### config.mk
export PLATFORM = sky130hd
export DESIGN_NAME = mduIssue
export DESIGN_NICKNAME = d
export VERILOG_FILES = /design/src/design/mduIsaPkg.sv /design/src/design/mduPipePkg.sv /design/src/design/mduIssue.sv
export VERILOG_INCLUDE_DIRS = /design/src /design/src/design
export SDC_FILE = /design/constraint.sdc
export NUM_CORES = 1
export LEC_CHECK = 0
export ABC_AREA = 1
export BUFFER_PORTS_ARGS = -buffer_cell sky130_fd_sc_hd__buf_2
export CORE_AREA = 2 2 81 83
export DETAILED_ROUTE_END_ITERATION = 7
export DIE_AREA = 0 0 83 85
export GPL_ROUTABILITY_DRIVEN = 0
export PLACE_DENSITY = 0.62
export RECOVER_POWER = 25
export REMOVE_ABC_BUFFERS = 1
export SYNTH_ARGS = -nofsm -noshare
export SYNTH_HDL_FRONTEND = slang
export SYNTH_SLANG_ARGS = --single-unit
export TNS_END_PERCENT = 20
### constraint.sdc
create_clock -name vclk -period 1.55
set_clock_uncertainty 0.2 [all_clocks]
set_input_delay 0.155 -clock vclk [all_inputs]
set_output_delay 0.155 -clock vclk [all_outputs]
set_load 0.005 [all_outputs]
### src/design/mdu_consts.svh
`ifndef MDU_CONSTS_SVH
`define MDU_CONSTS_SVH

////////////////////////////////////////////////////////////////////////////
// Datapath sizing
////////////////////////////////////////////////////////////////////////////

// Width of one architectural data word
`define MDU_DATA_W 32

////////////////////////////////////////////////////////////////////////////
// Latencies, counted from the accepting edge to the commit edge
////////////////////////////////////////////////////////////////////////////

// Multiply, signed or unsigned
`define MDU_MULT_CYCLES 4

// Divide, signed or unsigned
`define MDU_DIV_CYCLES 9

// Opcode field position in the instruction word
`define MDU_OPCODE_MSB 31
`define MDU_OPCODE_LSB 26

`endif

### src/design/mduIsaPkg.sv
`default_nettype none

package mduIsaPkg;

	////////////////////////////////////////////////////////////////////////////
	// MDU operations as seen after decode
	////////////////////////////////////////////////////////////////////////////

	typedef enum logic [3:0] {
		NOP   = 4'd0,
		MULT  = 4'd1,
		MULTU = 4'd2,
		DIV   = 4'd3,
		DIVU  = 4'd4,
		MFHI  = 4'd5,
		MFLO  = 4'd6,
		MTHI  = 4'd7,
		MTLO  = 4'd8
	} mduOpE;

	////////////////////////////////////////////////////////////////////////////
	// R-type encodings
	////////////////////////////////////////////////////////////////////////////

	// SPECIAL major opcode, all R-type MDU instructions live here
	localparam logic [5:0] opSpecial = 6'h00;

	// Funct field codes
	localparam logic [5:0] functMfhi  = 6'h10;
	localparam logic [5:0] functMthi  = 6'h11;
	localparam logic [5:0] functMflo  = 6'h12;
	localparam logic [5:0] functMtlo  = 6'h13;
	localparam logic [5:0] functMult  = 6'h18;
	localparam logic [5:0] functMultu = 6'h19;
	localparam logic [5:0] functDiv   = 6'h1a;
	localparam logic [5:0] functDivu  = 6'h1b;

endpackage

`default_nettype wire

### src/design/mduPipePkg.sv
`default_nettype none

`include "mdu_consts.svh"

package mduPipePkg;

	////////////////////////////////////////////////////////////////////////////
	// Issue to arithmetic engine
	////////////////////////////////////////////////////////////////////////////

	// Operands travel with the op, start marks the accepted cycle
	typedef struct packed {
		mduIsaPkg::mduOpE        op;
		logic [`MDU_DATA_W-1:0] srcA;
		logic [`MDU_DATA_W-1:0] srcB;
		logic                   start;
	} mduReqS;

	////////////////////////////////////////////////////////////////////////////
	// Issue to HI/LO registers
	////////////////////////////////////////////////////////////////////////////

	// Move-to strobes, shared write word, move-from select
	typedef struct packed {
		logic                   mtHi;
		logic                   mtLo;
		logic [`MDU_DATA_W-1:0] wrData;
		mduIsaPkg::mduOpE        rdSel;
	} hiLoCmdS;

	////////////////////////////////////////////////////////////////////////////
	// Arithmetic result, one 64-bit word seen two ways
	////////////////////////////////////////////////////////////////////////////

	// Remainder in hi, quotient in lo
	typedef struct packed {
		logic [`MDU_DATA_W-1:0] hi;
		logic [`MDU_DATA_W-1:0] lo;
	} hiLoPairS;

	typedef union packed {
		logic [2*`MDU_DATA_W-1:0] product;
		hiLoPairS                 pair;
	} mduResultU;

endpackage

`default_nettype wire

### src/design/mduIssue.sv
`timescale 1ns/100ps
`default_nettype none

`include "mdu_consts.svh"

module mduIssue (
	input  logic [31:0]             instr,
	input  logic                    instrValid,
	input  logic [`MDU_DATA_W-1:0]  srcA,
	input  logic [`MDU_DATA_W-1:0]  srcB,
	input  logic                    busy,
	output mduPipePkg::mduReqS      req,
	output mduPipePkg::hiLoCmdS     hiLoCmd,
	output logic                    stall
);

	mduIsaPkg::mduOpE op;
	logic             isMdu;
	logic             accept;
	logic             isArith;

	////////////////////////////////////////////////////////////////////////////
	// Decode
	////////////////////////////////////////////////////////////////////////////

	always_comb begin
		op = mduIsaPkg::NOP;
		// Only SPECIAL opcode carries MDU functs
		if (instr[`MDU_OPCODE_MSB:`MDU_OPCODE_LSB] == mduIsaPkg::opSpecial) begin
			case (instr[5:0])
				mduIsaPkg::functMult:  op = mduIsaPkg::MULT;
				mduIsaPkg::functMultu: op = mduIsaPkg::MULTU;
				mduIsaPkg::functDiv:   op = mduIsaPkg::DIV;
				mduIsaPkg::functDivu:  op = mduIsaPkg::DIVU;
				mduIsaPkg::functMfhi:  op = mduIsaPkg::MFHI;
				mduIsaPkg::functMflo:  op = mduIsaPkg::MFLO;
				mduIsaPkg::functMthi:  op = mduIsaPkg::MTHI;
				mduIsaPkg::functMtlo:  op = mduIsaPkg::MTLO;
				default:               op = mduIsaPkg::NOP;
			endcase
		end
	end

	////////////////////////////////////////////////////////////////////////////
	// Stall and accept
	////////////////////////////////////////////////////////////////////////////

	// Any MDU op waits out a computation, other instructions pass
	assign isMdu   = instrValid && (op != mduIsaPkg::NOP);
	assign stall   = isMdu && busy;
	assign accept  = isMdu && !busy;
	assign isArith = (op == mduIsaPkg::MULT) || (op == mduIsaPkg::MULTU) ||
	                 (op == mduIsaPkg::DIV)  || (op == mduIsaPkg::DIVU);

	// Engine request, start only in the accepting cycle
	always_comb begin
		req.op    = op;
		req.srcA  = srcA;
		req.srcB  = srcB;
		req.start = accept && isArith;
	end

	// Move-to strobes and move-from select, already qualified by accept
	always_comb begin
		hiLoCmd.mtHi   = accept && (op == mduIsaPkg::MTHI);
		hiLoCmd.mtLo   = accept && (op == mduIsaPkg::MTLO);
		hiLoCmd.wrData = srcA;
		if (accept && ((op == mduIsaPkg::MFHI) || (op == mduIsaPkg::MFLO)))
			hiLoCmd.rdSel = op;
		else
			hiLoCmd.rdSel = mduIsaPkg::NOP;
	end

endmodule

`default_nettype wire

==> flow_metrics.env <==
export IMPL_status="finished with violations"
export IMPL_violations="negative setup slack"
export IMPL_endpoint_kind="output pin"
export IMPL_ios=206
export IMPL_crit_slowest_cell="ha_2"
export IMPL_die_width_microns=83
export IMPL_yosys_warnings=0
export IMPL_antenna_left=0
export IMPL_ys_seq_area_share_pct=0
export IMPL_worstSetupStartpointType="input pin"
export IMPL_p_leak_nw=0.261
export IMPL_post_route_cells_drive_above_1_share_pct=67.9
export IMPL_synth_area_sq_um=1060
export IMPL_pwr_share_clk_pct=0
export IMPL_min_from="srcA[13]"
export IMPL_worstHoldPathCells=0
export IMPL_antennaDiodeCount=0
export IMPL_path_max_fanout=6
export IMPL_slowest_delay_ns=0.33
export IMPL_grt_pass1_wl_microns=10100
export IMPL_n_fill_cell=720
export IMPL_p_sw_mw=0.0330
export IMPL_holdPathEnd="req[46]"
export IMPL_setup_viol=7
export IMPL_viasPerCell=3.93
export IMPL_crit_type="input pin to output pin"
export IMPL_nClkBuffers=0
export IMPL_nets=186
export IMPL_core_area_sq_um=6200
export IMPL_placed_cells=161
export IMPL_max_freq_ghz=0.579
export IMPL_grt_start_max_net_pins=7
export IMPL_core_rowCount=29
export IMPL_rsz0062_at_grt="yes"
export IMPL_worstPathArrival_ns=1.37
export IMPL_grt_pass1_vias=594
export IMPL_ir_drop_mv=0.0405
export IMPL_drt_initial_drc_count=10
export IMPL_die_area_sq_um=7060
export IMPL_fin_cells=161
export IMPL_hold_buffers=0
export IMPL_dpl_hpwl_microns=8270
export IMPL_finalWirelength_microns=8660
export IMPL_syn_avg_cell_area_sq_um=7.07
export IMPL_finalWorstSetupSlack_ns=-0.177
export IMPL_path_cells="buf_2, ha_2, nand3_2, nor2_4, nor2_2, nand2_4, nand3_4, nor3_2, buf_2"
export IMPL_seq_power_share_pct=0
export IMPL_antenna_found_initial=0
export IMPL_wl_per_cell_microns=53.8
export IMPL_switching_share_pct=55.2
export IMPL_drv_slew=0
export IMPL_p_per_area_nw_per_um2=97.5
export IMPL_portBuffers=25
export IMPL_start_util_pct=17.1
export IMPL_synthCells=150
export IMPL_fin_util_pct=9.90
export IMPL_final_hold_violation_count=0
export IMPL_pre_cts_slack_ns=-0.251
export IMPL_p_int_mw=0.0269
export IMPL_period_needed_ns=1.73
export IMPL_drv_cap=0
export IMPL_die_h_microns=85
export IMPL_cp_data_required_time_ns=1.19
export IMPL_flops_and_latches=0
export IMPL_drc=0
export IMPL_p_comb_share_pct=100.0
export IMPL_hp_class="input pin to output pin"
export IMPL_area_growth_syn_to_layout_pct=-42.1
export IMPL_dr_pass1_iters=4
export IMPL_finalCritPeriodShare_pct=111
export IMPL_track_usage_pct=23.4
export IMPL_grt_overflow_total=0
export IMPL_ff_latch_area_sq_um=0
export IMPL_num_vias=632
export IMPL_synth_distinct_cells=19
export IMPL_cpMostUsedCell="buf_2"
## power groups by stage
stage	clock, mW	combinational (mW)	sequential [mW]
floorplan	0	0.0250	0
global placement	0	0.0564	0
detailed placement	0	0.0578	0
CTS	0	0.0607	0
global route	0	0.0677	0
finish	0	0.0599	0
## layout by cell type, fill, tap and decap left out, types with 2 or more instances in the layout
master	count
inv_1	8
nor3_2	4
nand3_2	2
nand2_1	9
nand3_4	2
nor2_4	2
nand2_2	2
nor2_1	5
buf_4	6
buf_2	25
ha_2	2
nor2_2	8
## metrics by stage
stage          hold slack, ns  power (mW)  TNS [ns]  cell area, sq um
2_1_floorplan           0.110      0.0250         0               333
3_3_place_gp            0.111      0.0564     -1.29               599
3_5_place_dp            0.111      0.0578     -1.42               599
4_1_cts                 0.111      0.0607    -0.871               612
5_1_grt                 0.110      0.0677     -1.54               614
6_report                0.110      0.0599    -0.932               614
## area by class of cell
class                      count  area, sq um  share of cell area, %
timing repair buffer          31          170                   27.7
tap                           77         96.3                   15.7
inverter                      10         37.5                   6.11
multi-input combinational     43          310                   50.5
## per-layer routing
layer / track usage [%] / wire, microns / up-vias
met1: 3.03 / 474 / 223
met3: 37.6 / 2860 / 37
li1: - / - / 226
met2: 42.8 / 4450 / 146
met4: 18.3 / 877 / 0
met5: 4.20 / 0 / -
## cells by family after synthesis
family / count (synthesis) / synth area share [%]
AOI/OAI and AO/OA: 4 / 1.89
buffers and inverters: 107 / 72.2
other: 1 / 0.353
and+or+nand+nor: 36 / 23.2
adders and majority gates: 2 / 2.36
## repair_timing
item	4_1_cts	5_1_grt
endpoints found under the hold margin	0	0
pin swaps	2	0
gates resized for setup	4	1
buffers inserted	0	0
endpoints found under the setup margin	7	7
## cell usage after synthesis (all sizes together)
cell type,n,area share [%]
nand2,12,5.2
ha,2,2.4
o21ai,3,1.4
clkinv,1,0.35
buf,97,69
conb,1,0.35
nor2,15,8.6
a21oi,1,0.47
nor3,4,3.8
inv,9,3.2
nand3,5,5.7
## worst max-delay path, delay by kind of cell
| family | cells | cell delay (ns) |
|---|---|---|
| adders and majority gates | 1 | 0.33 |
| buffers and inverters | 2 | 0.27 |
| and+or+nand+nor | 6 | 0.62 |
## worst max path at each step
stage	from	to	slack (ns)	cells past startpoint
after floorplan	instr[0]	hiLoCmd[0]	0.11	5
after detailed placement	instr[0]	hiLoCmd[1]	-0.25	7
after CTS	instr[1]	hiLoCmd[36]	-0.16	9
after global placement	instr[1]	hiLoCmd[0]	-0.22	7
final	instr[1]	hiLoCmd[36]	-0.18	9
after global routing	instr[0]	hiLoCmd[36]	-0.27	11
(Power assumes the default switching activity.)
