$ cat src/design/mdu_consts.svh
`ifndef MDU_CONSTS_SVH
`define MDU_CONSTS_SVH

////////////////////////////////////////////////////////////////////////////
// Datapath sizing
////////////////////////////////////////////////////////////////////////////

// Width of one architectural data word
`define MDU_DATA_W 32

////////////////////////////////////////////////////////////////////////////
// Latencies, counted from the accepting edge to the commit edge
////////////////////////////////////////////////////////////////////////////

// Multiply, signed or unsigned
`define MDU_MULT_CYCLES 4

// Divide, signed or unsigned
`define MDU_DIV_CYCLES 9

// Opcode field position in the instruction word
`define MDU_OPCODE_MSB 31
`define MDU_OPCODE_LSB 26

`endif

$ cat src/design/mduIsaPkg.sv
`default_nettype none

package mduIsaPkg;

	////////////////////////////////////////////////////////////////////////////
	// MDU operations as seen after decode
	////////////////////////////////////////////////////////////////////////////

	typedef enum logic [3:0] {
		NOP   = 4'd0,
		MULT  = 4'd1,
		MULTU = 4'd2,
		DIV   = 4'd3,
		DIVU  = 4'd4,
		MFHI  = 4'd5,
		MFLO  = 4'd6,
		MTHI  = 4'd7,
		MTLO  = 4'd8
	} mduOpE;

	////////////////////////////////////////////////////////////////////////////
	// R-type encodings
	////////////////////////////////////////////////////////////////////////////

	// SPECIAL major opcode, all R-type MDU instructions live here
	localparam logic [5:0] opSpecial = 6'h00;

	// Funct field codes
	localparam logic [5:0] functMfhi  = 6'h10;
	localparam logic [5:0] functMthi  = 6'h11;
	localparam logic [5:0] functMflo  = 6'h12;
	localparam logic [5:0] functMtlo  = 6'h13;
	localparam logic [5:0] functMult  = 6'h18;
	localparam logic [5:0] functMultu = 6'h19;
	localparam logic [5:0] functDiv   = 6'h1a;
	localparam logic [5:0] functDivu  = 6'h1b;

endpackage

`default_nettype wire

$ cat src/design/mduPipePkg.sv
`default_nettype none

`include "mdu_consts.svh"

package mduPipePkg;

	////////////////////////////////////////////////////////////////////////////
	// Issue to arithmetic engine
	////////////////////////////////////////////////////////////////////////////

	// Operands travel with the op, start marks the accepted cycle
	typedef struct packed {
		mduIsaPkg::mduOpE        op;
		logic [`MDU_DATA_W-1:0] srcA;
		logic [`MDU_DATA_W-1:0] srcB;
		logic                   start;
	} mduReqS;

	////////////////////////////////////////////////////////////////////////////
	// Issue to HI/LO registers
	////////////////////////////////////////////////////////////////////////////

	// Move-to strobes, shared write word, move-from select
	typedef struct packed {
		logic                   mtHi;
		logic                   mtLo;
		logic [`MDU_DATA_W-1:0] wrData;
		mduIsaPkg::mduOpE        rdSel;
	} hiLoCmdS;

	////////////////////////////////////////////////////////////////////////////
	// Arithmetic result, one 64-bit word seen two ways
	////////////////////////////////////////////////////////////////////////////

	// Remainder in hi, quotient in lo
	typedef struct packed {
		logic [`MDU_DATA_W-1:0] hi;
		logic [`MDU_DATA_W-1:0] lo;
	} hiLoPairS;

	typedef union packed {
		logic [2*`MDU_DATA_W-1:0] product;
		hiLoPairS                 pair;
	} mduResultU;

endpackage

`default_nettype wire

$ cat src/design/hiLoRegs.sv
`timescale 1ns/100ps
`default_nettype none

`include "mdu_consts.svh"

module hiLoRegs (
	input  logic                   clk,
	input  logic                   rstN,
	input  logic                   clr,
	input  mduPipePkg::hiLoCmdS    cmd,
	input  logic                   commit,
	input  mduPipePkg::mduResultU  result,
	output logic [`MDU_DATA_W-1:0] rdData
);

	logic [`MDU_DATA_W-1:0] hi;
	logic [`MDU_DATA_W-1:0] lo;

	////////////////////////////////////////////////////////////////////////////
	// Architectural HI and LO
	////////////////////////////////////////////////////////////////////////////

	always_ff @(posedge clk) begin
		if (!rstN || clr) begin
			hi <= '0;
			lo <= '0;
		end else begin
			// Engine result, pair view covers both mult and div
			if (commit) begin
				hi <= result.pair.hi;
				lo <= result.pair.lo;
			end
			// Move-to, each strobe touches its own register
			if (cmd.mtHi)
				hi <= cmd.wrData;
			if (cmd.mtLo)
				lo <= cmd.wrData;
		end
	end

	////////////////////////////////////////////////////////////////////////////
	// Move-from read
	////////////////////////////////////////////////////////////////////////////

	// Zero unless an accepted mfhi/mflo is presented
	always_comb begin
		case (cmd.rdSel)
			mduIsaPkg::MFHI: rdData = hi;
			mduIsaPkg::MFLO: rdData = lo;
			default:         rdData = '0;
		endcase
	end

endmodule

`default_nettype wire

$ cat config.mk
export PLATFORM = sky130hd
export DESIGN_NAME = hiLoRegs
export DESIGN_NICKNAME = d
export VERILOG_FILES = /design/src/design/mduIsaPkg.sv /design/src/design/mduPipePkg.sv /design/src/design/hiLoRegs.sv
export VERILOG_INCLUDE_DIRS = /design/src /design/src/design
export SDC_FILE = /design/constraint.sdc
export NUM_CORES = 1
export LEC_CHECK = 0
export BUFFER_PORTS_ARGS = -buffer_cell sky130_fd_sc_hd__buf_4
export CAP_MARGIN = 20
export CELL_PAD_IN_SITES_DETAIL_PLACEMENT = 0
export CELL_PAD_IN_SITES_GLOBAL_PLACEMENT = 1
export CORE_UTILIZATION = 39
export CTS_CLUSTER_DIAMETER = 50
export CTS_CLUSTER_SIZE = 30
export DETAILED_ROUTE_END_ITERATION = 8
export PLACE_DENSITY_LB_ADDON = 0.1
export SKIP_LAST_GASP = 1
export SLEW_MARGIN = 20
export SYNTH_ARGS = -nofsm -noshare
export SYNTH_HDL_FRONTEND = slang
export SYNTH_SLANG_ARGS = --single-unit
$ cat constraint.sdc
create_clock -name clk -period 4.65 [get_ports clk]
set_clock_uncertainty 0.15 [all_clocks]
set_input_delay 1.395 -clock clk [delete_from_list [all_inputs] [get_ports clk]]
set_output_delay 1.395 -clock clk [all_outputs]
set_load 0.005 [all_outputs]
==> flow_summary.json, run 1 <==
{
  "hold_violations": 0,
  "cellPowerDensity_mw_per_mm2": 290,
  "hold_class": "reg2reg",
  "ant_nets": 0,
  "track_usage": 0.214,
  "drtPass1Iterations": 4,
  "synth_cells": 327,
  "postCtsSetupBuffers": 0,
  "die_x_um": 95.2,
  "crit_arrival_ns": 2.56,
  "worstHoldPathCells": 2,
  "path_common_cell": "buf_4",
  "drt_wl_total_mm": 9.47,
  "clk_path_buf_depth": 2,
  "placed_cells": 542,
  "drv_cap": 0,
  "clkTransAtPathRegs_ns": 0.06,
  "synthMuxAreaShare": 0.189,
  "vias": 2959,
  "crit_type": "in2out",
  "worstMarginPinSlew_ns": 1.11,
  "yosysTopAreaCellShare": 0.378,
  "path_cells": "buf_4 > nor4bb_4 > buf_4 > a22o_1 > buf_4",
  "ys_top_cells_by_area": "dfxtp_1, mux2i_1, a211oi_1, nor2b_1, a22o_1",
  "numCtsBuffers": 9,
  "stdcell_count": 558,
  "cp_slowest_cell": "buf_4",
  "pwr-share-comb": 0.159,
  "clockRootBuffer": "clkbuf_8",
  "cp-start-kind": "input pin",
  "route.detailed.drc": 0,
  "min_to": "lo[25]",
  "synth_compound_area_frac": 0.224,
  "cp_top_family": "buffers and inverters",
  "hold_ws_ns": 0.409,
  "layout-drive-gt1-share": 0.353,
  "numPortBuffers": 137,
  "grt_start_max_net_pins": 65,
  "post_dp_cell_area_mm2": 0.00436,
  "vdd_drop_max_mv": 0.132,
  "cts_sinks": 64,
  "ys_seq_area_frac": 0.378,
  "internal_power_uw": 1010,
  "final.setup.tns_ns": 0,
  "htree_levels": 3,
  "pwr-share-seq": 0.444,
  "ff2ff_setup_slack_ns": 3.71,
  "synth-simple-area-share": 0.126,
  "worst_slack_ns": 0.548,
  "min_period_ns": 4.10,
  "syn_area_mm2": 0.00339,
  "synth_top_family_by_area": "compound AO/OA/AOI/OAI gates",
  "wl_per_cell_um": 17.0,
  "grt-ovfl-total": 0,
  "slew_viol_final": 0,
  "synth_top_cell_by_area": "dfxtp_1",
  "rsz0062_at_grt": "no",
  "cts_resized": 0,
  "antennaDiodeCount": 0,
  "syn-num-nets": 433,
  "area_delta_synth_final_pct": 34.9,
  "cts_tree": "done",
  "period_share": 0.882,
  "cpPeakStageDelay_ns": 0.37,
  "swShare": 0.239,
  "p_sw_uw": 318,
  "fin_nets": 554,
  "yosysUniqueCellTypes": 15,
  "design.die.area_mm2": 0.00907,
  "reg2reg_from": "lo[20]",
  "die_h_um": 95.2,
  "cp_max_fo": 25,
  "gp_congestion": 0.704,
  "start_util": 0.409,
  "yosysWarnings": 0,
  "r2r-end": "lo[20]",
  "hold_buffers": 0,
  "io_pins": 138,
  "viasPerCell": 5.30,
  "synth-xor-area-share": 0,
  "setup_viol": 0,
  "grt_pass1_wl_mm": 14.8,
  "place_ws_ns": 0.561,
  "core_mm2": 0.00830,
  "fp-row-count": 33,
  "drt_iter0_markers": 43,
  "insertion_delay_ns": 0.32,
  "min-delay-start": "lo[25]",
  "postLayoutCellArea_mm2": 0.00458,
  "worst-path-buf-inv": 3,
  "status": "finished, final reports clean",
  "ys_ff_latch": 64,
  "max_freq_mhz": 244,
  "synth.avg_cell_area_um2": 10.4,
  "slew_headroom": 0.260,
  "dp_hpwl_mm": 6.10,
  "first_global_vias": 2921,
  "leakagePower_uw": 0.00207,
  "cp-end-kind": "output pin",
  "clock_power_share": 0.397,
  "reg2regPathDepth": 2,
  "antenna_found_initial": 0,
  "worstPathRequired_ns": 3.11,
  "synthAdderAreaFrac": 0
}
[flip-flops by register name, indices dropped and copies added, names as in the netlist]
name  cells
lo       32
hi       32
[worst max-delay path by stage]
stage,end,from,cells past startpoint
final,rdData[22],cmd[3],5
after global routing,rdData[22],cmd[0],5
after global placement,rdData[22],cmd[1],5
after detailed placement,rdData[22],cmd[1],5
after floorplan,rdData[0],cmd[1],4
after CTS,rdData[22],cmd[1],5
[cells in the final DEF, fill, tap and decap left out]
| cell | synthesis | layout |
|---|---|---|
| clkbuf_1 | 14 | 3 |
| bufinv_16 | 0 | 2 |
| buf_4 | 3 | 144 |
| nor4bb_4 | 0 | 2 |
| mux2i_1 | 64 | 64 |
| clkbuf_8 | 0 | 10 |
| a211oi_1 | 64 | 64 |
| inv_1 | 2 | 2 |
| a22o_1 | 32 | 32 |
| nand2b_2 | 0 | 1 |
| nor2b_1 | 64 | 64 |
| dfxtp_1 | 64 | 64 |
| clkinv_2 | 0 | 1 |
[cell type report]
class / instances / area, um^2
Tap cell: 105 / 131
Clock buffer: 13 / 149
Inverter: 2 / 7.51
Fill cell: 752 / 3720
Multi-Input combinational cell: 227 / 1860
Sequential cell: 64 / 1280
Timing Repair Buffer: 144 / 1080
Clock inverter: 3 / 65.1
[cells in the mapped netlist]
cell	instances
buf_2	3
buf_12	6
clkbuf_1	14
buf_4	3
nand2b_1	1
buf_8	1
dfxtp_1	64
inv_1	2
nor2b_1	64
a211oi_1	64
a22o_1	32
buf_6	3
mux2i_1	64
nor4bb_1	2
buf_1	4
[layer usage]
layer,global-route usage,share of wire,up-vias
met5,0,0,-
met2,0.361,0.49,86
met1,0.266,0.44,1404
met4,0.0770,0.011,0
met3,0.0463,0.057,12
li1,-,-,1457
[power groups by stage]
stage               sequential [uW]  combinational, uW  clock (uW)
floorplan                       598                121           0
global placement                601                209           0
detailed placement              602                212           0
CTS                             589                213         540
global route                    593                230         567
finish                          590                211         527
[metrics by stage]
stage / util / total power (uW)
final: 0.551 / 1330
after global routing: 0.551 / 1390
after CTS: 0.551 / 1340
after detailed placement: 0.526 / 814
after global placement: 0.526 / 810
after floorplan: - / 718
[cell families after synthesis]
group | count (synthesis)
AO/OA/AOI/OAI | 96
buffers and inverters | 36
flip-flops | 64
multiplexers | 64
AND/OR/NAND/NOR | 67
[tightest hold or removal path, delay by kind of cell, from the launching register on]
| kind | cells | cell delay (ns) |
|---|---|---|
| flops | 1 | 0.31 |
| mux | 1 | 0.12 |
| compound gates | 1 | 0.08 |
Note: power is estimated with default switching activity, not from simulation.
==> inputs of run 2 (changes only) <==
--- a/config.mk
+++ b/config.mk
@@ -6,11 +6,11 @@
 export SDC_FILE = /design/constraint.sdc
 export NUM_CORES = 1
 export LEC_CHECK = 0
+export ABC_AREA = 1
 export BUFFER_PORTS_ARGS = -buffer_cell sky130_fd_sc_hd__buf_4
-export CAP_MARGIN = 20
 export CELL_PAD_IN_SITES_DETAIL_PLACEMENT = 0
 export CELL_PAD_IN_SITES_GLOBAL_PLACEMENT = 1
-export CORE_UTILIZATION = 39
+export CORE_UTILIZATION = 37
 export CTS_CLUSTER_DIAMETER = 50
 export CTS_CLUSTER_SIZE = 30
 export DETAILED_ROUTE_END_ITERATION = 8
==> constraint.sdc (replaced) <==
create_clock -name clk -period 4.65 [get_ports clk]
set_clock_uncertainty 0.15 [all_clocks]
set_input_delay 1.395 -clock clk [delete_from_list [all_inputs] [get_ports clk]]
set_output_delay 1.395 -clock clk [all_outputs]
set_load 0.01 [all_outputs]
==> flow_summary.json, run 2 <==
{
  "status": "finished, final reports clean",
  "htree_levels": 3,
  "cts_tree": "done",
  "syn_area_mm2": 0.00397,
  "syn-num-nets": 703,
  "die_x_um": 106,
  "gp_congestion": 0.769,
  "synth_cells": 597,
  "yosysWarnings": 0,
  "start_util": 0.382,
  "hold_violations": 0,
  "drt_wl_total_mm": 11.2,
  "most-common-layout-cells": "buf_4, nand2_1, inv_1",
  "synth_edf_count": 0,
  "dp_hpwl_mm": 6.77,
  "design.die.area_mm2": 0.0111,
  "cp-start-kind": "input pin",
  "area_delta_synth_final_pct": 28.1,
  "post_dp_cell_area_mm2": 0.00490,
  "synthMostInstantiatedCell": "nand2_1",
  "reg2regPathDepth": 4,
  "clk_path_buf_depth": 2,
  "hold_ws_ns": 0.378,
  "grt-ovfl-total": 0,
  "ys_top_cells_by_area": "dfxtp_1, nor3_2, nand3_1, nand2_1, inv_1",
  "final_core_util": 0.490,
  "final.setup.tns_ns": 0,
  "cp_max_fo": 32,
  "cts_resized": 0,
  "clkTransAtPathRegs_ns": 0.06,
  "die_h_um": 106,
  "rsz0062_at_grt": "no",
  "min_period_ns": 4.03,
  "ys_dominant_reg_cell": "dfxtp_1",
  "synthArstFlopShare": 0,
  "period_share": 0.866,
  "worst_slack_ns": 0.623,
  "ff2ff_setup_slack_ns": 3.81,
  "vdd_drop_max_mv": 0.138,
  "crit_type": "in2out",
  "drv_cap": 0,
  "io_pins": 138,
  "core_mm2": 0.0104,
  "cellPowerDensity_mw_per_mm2": 257,
  "grt_pass1_wl_mm": 18.1,
  "numPortBuffers": 137,
  "drtPass1Iterations": 4,
  "grt_start_max_net_pins": 66,
  "place_ws_ns": 0.610,
  "first_global_vias": 3788,
  "synth.avg_cell_area_um2": 6.64,
  "worstMarginPinSlew_ns": 0.922,
  "max_freq_mhz": 248,
  "leakagePower_uw": 0.00237,
  "ant_nets": 0,
  "endpoint": "rdData[27]",
  "cp-end-kind": "output pin",
  "yosysTopAreaCellShare": 0.323,
  "vias": 3952,
  "mostFrequentLayoutCell": "buf_4",
  "r2r-end": "lo[15]",
  "worstHoldPathCells": 4,
  "slew_viol_final": 0,
  "hold_buffers": 0,
  "antenna_found_initial": 0,
  "slew_headroom": 0.384,
  "drt_iter0_markers": 190,
  "antennaDiodeCount": 0,
  "route.detailed.drc": 0,
  "largestRegisters": "hi (32), lo (32)",
  "crit_arrival_ns": 2.48,
  "setup_viol": 0,
  "yosysUniqueCellTypes": 18,
  "reg2reg_from": "lo[15]",
  "ys_top_cells_by_count": "nand2_1, inv_1, nand3_1, nor2_1, dfxtp_1",
  "cts_sinks": 64,
  "postLayoutCellArea_mm2": 0.00508,
  "clockRootBuffer": "clkbuf_8",
  "worstSetupStartpoint": "cmd[3]",
  "synth_top_cell_by_area": "dfxtp_1",
  "layout-drive-gt1-share": 0.306,
  "track_usage": 0.206,
  "postCtsSetupBuffers": 0,
  "numCtsBuffers": 9,
  "fin_nets": 817,
  "ys_ff_latch": 64,
  "ys_seq_area_frac": 0.323,
  "fp-row-count": 37,
  "wl_per_cell_um": 13.1,
  "insertion_delay_ns": 0.33,
  "hold_class": "reg2reg",
  "worstPathRequired_ns": 3.11,
  "viasPerCell": 4.64
}
[run 2: cell type report]
class                           instances  area, um^2
Sequential cell                        64        1280
Fill cell                            1122        5290
Tap cell                              136         170
Multi-Input combinational cell        392        2000
Inverter                              102         385
Clock inverter                          4        45.0
Clock buffer                           12         135
Timing Repair Buffer                  142        1070
[run 2: logic make-up (layout without fill, tap and decap cells)]
kind of cell    count (synthesis)  in the layout  share of synthesized area
simple gates                  360            360                      0.463
buf+inv                       141            260                      0.173
flops                          64             64                      0.323
compound gates                 32             32                     0.0404
[run 2: metrics by stage]
stage	cells	power, uW
finish	852	1310
global route	852	1380
CTS	852	1320
detailed placement	836	855
global placement	836	852
floorplan	597	753
[run 2: worst min path at each step]
stage / start / to / slack, ns
4_1_cts: hi[10] / hi[10] / 0.38
6_report: lo[29] / lo[29] / 0.38
3_3_place_gp: lo[11] / lo[11] / 0.36
3_5_place_dp: lo[5] / lo[5] / 0.37
2_1_floorplan: lo[0] / lo[0] / 0.35
5_1_grt: lo[21] / lo[21] / 0.40
[run 2: power by group]
part	leakage, uW	total, uW	internal, uW	switching (uW)
sequential	0.000526	587	577	10.2
clock	0.0000941	465	246	219
combinational	0.00175	253	109	144
total	0.00237	1310	932	373
[run 2: layer usage]
layer / up-vias / track usage / routed length (um)
li1: 2067 / - / -
met1: 1780 / 0.270 / 5280
met2: 97 / 0.338 / 5300
met3: 8 / 0.0383 / 536
met4: 0 / 0.0744 / 87
met5: - / 0 / 0
[run 2: critical path: stages]
cell     delay [ns]
buf_4          0.11
nor2_2         0.15
buf_4          0.39
nand3_1        0.10
o21ai_0        0.15
buf_4          0.18
==> inputs of run 3 (changes only) <==
--- a/config.mk
+++ b/config.mk
@@ -14,6 +14,7 @@
 export CTS_CLUSTER_DIAMETER = 50
 export CTS_CLUSTER_SIZE = 30
 export DETAILED_ROUTE_END_ITERATION = 8
+export MAX_ROUTING_LAYER = met4
 export PLACE_DENSITY_LB_ADDON = 0.1
 export SKIP_LAST_GASP = 1
 export SLEW_MARGIN = 20
==> flow_summary.json, run 3 (synthesized netlist as in run 2, its figures left out) <==
{
  "most-common-layout-cells": "buf_4, nand2_1, inv_1",
  "reg2regPathDepth": 4,
  "min_period_ns": 4.01,
  "htree_levels": 3,
  "drv_cap": 0,
  "final_core_util": 0.490,
  "fin_nets": 817,
  "layout-drive-gt1-share": 0.306,
  "worst_slack_ns": 0.639,
  "cp_slowest_cell": "buf_4",
  "min-delay-start": "lo[29]",
  "cp-end-kind": "output pin",
  "max_freq_mhz": 249,
  "slew_headroom": 0.376,
  "worstPathRequired_ns": 3.11,
  "core_mm2": 0.0104,
  "hold_violations": 0,
  "vdd_drop_max_mv": 0.137,
  "clk_path_buf_depth": 2,
  "regArea_mm2": 0.00128,
  "viasPerCell": 4.63,
  "postCtsSetupBuffers": 0,
  "leakagePower_uw": 0.00237,
  "rsz0062_at_grt": "no",
  "cellPowerDensity_mw_per_mm2": 256,
  "worstMarginPinSlew_ns": 0.934,
  "insertion_delay_ns": 0.33,
  "status": "finished, final reports clean",
  "fp-row-count": 37,
  "hold_buffers": 0,
  "area_delta_synth_final_pct": 28.1,
  "clkTransAtPathRegs_ns": 0.06,
  "route.detailed.drc": 0,
  "grt-ovfl-total": 0,
  "worstHoldPathCells": 4,
  "dp_hpwl_mm": 6.77,
  "grt_start_max_net_pins": 66,
  "antennaDiodeCount": 0,
  "numPortBuffers": 137,
  "path_cells": "buf_4 > nor2_2 > buf_4 > nand3_1 > o21ai_0 > buf_4",
  "hold_class": "reg2reg",
  "gp_congestion": 0.779,
  "ant_nets": 0,
  "min_to": "lo[29]",
  "slew_viol_final": 0,
  "drt_iter0_markers": 184,
  "crit_type": "in2out",
  "cts_resized": 0,
  "design.die.area_mm2": 0.0111,
  "start_util": 0.382,
  "drtPass1Iterations": 4,
  "reg2reg_from": "lo[11]",
  "die_x_um": 106,
  "first_global_vias": 3790,
  "ff2ff_setup_slack_ns": 3.81,
  "die_h_um": 106,
  "numCtsBuffers": 9,
  "place_ws_ns": 0.610,
  "r2r-end": "lo[11]",
  "period_share": 0.863,
  "drt_wl_total_mm": 11.2,
  "cp_max_fo": 32,
  "cts_sinks": 64,
  "vias": 3949,
  "final.setup.tns_ns": 0,
  "worst-path-buf-inv": 3,
  "path_common_cell": "buf_4",
  "setup_viol": 0,
  "mostFrequentLayoutCell": "buf_4",
  "total_power_uw": 1300,
  "cp-start-kind": "input pin",
  "cp_top_family": "buffers and inverters",
  "grt_pass1_wl_mm": 18.2,
  "nFillCells": 1122,
  "crit_arrival_ns": 2.47,
  "cpPeakStageDelay_ns": 0.39,
  "multiInputGateArea_mm2": 0.00200,
  "hold_ws_ns": 0.377,
  "antenna_found_initial": 0,
  "cts_tree": "done",
  "io_pins": 138,
  "track_usage": 0.212,
  "largestRegisters": "hi (32), lo (32)",
  "clockRootBuffer": "clkbuf_8",
  "wl_per_cell_um": 13.2
}
==> run 3: routing by layer <==
| layer | wire length [um] | vias to the layer above | GRT usage |
|---|---|---|---|
| li1 | - | 2066 | - |
| met1 | 5390 | 1770 | 0.270 |
| met2 | 5200 | 102 | 0.340 |
| met3 | 498 | 11 | 0.0365 |
| met4 | 125 | 0 | 0.0744 |
| met5 | 0 | - | - |
==> run 3: per-stage QoR <==
stage               cell area [um^2]  instances
floorplan                       3970        597
global placement                4900        836
detailed placement              4900        836
CTS                             5080        852
global route                    5080        852
finish                          5080        852
==> run 3: worst reg2reg max path, delay by kind of cell, from the launching register on <==
kind | cells | cell delay [ns]
DFF | 1 | 0.33
buffers and inverters | 1 | 0.04
and+or+nand+nor | 3 | 0.26
==> run 3: cell type report <==
class,instances,area share
clock buffer,12,0.0266
clock inverter,4,0.00886
inverter,102,0.0758
multi-input combinational,392,0.393
sequential,64,0.252
tap,136,0.0335
timing repair buffer,142,0.210
==> run 3: worst max-delay path by stage <==
stage | from | end | cells past startpoint
6_report | cmd[3] | rdData[27] | 6
5_1_grt | cmd[3] | rdData[18] | 6
4_1_cts | cmd[3] | rdData[27] | 6
3_5_place_dp | cmd[3] | rdData[27] | 6
3_3_place_gp | cmd[3] | rdData[27] | 6
2_1_floorplan | cmd[2] | rdData[15] | 5
==> run 3: where the power goes <==
part           internal, uW  leakage, uW  switching [uW]  total, uW
Sequential              577     0.000526            10.2        587
Clock                   246    0.0000941             217        463
Combinational           109      0.00175             144        253
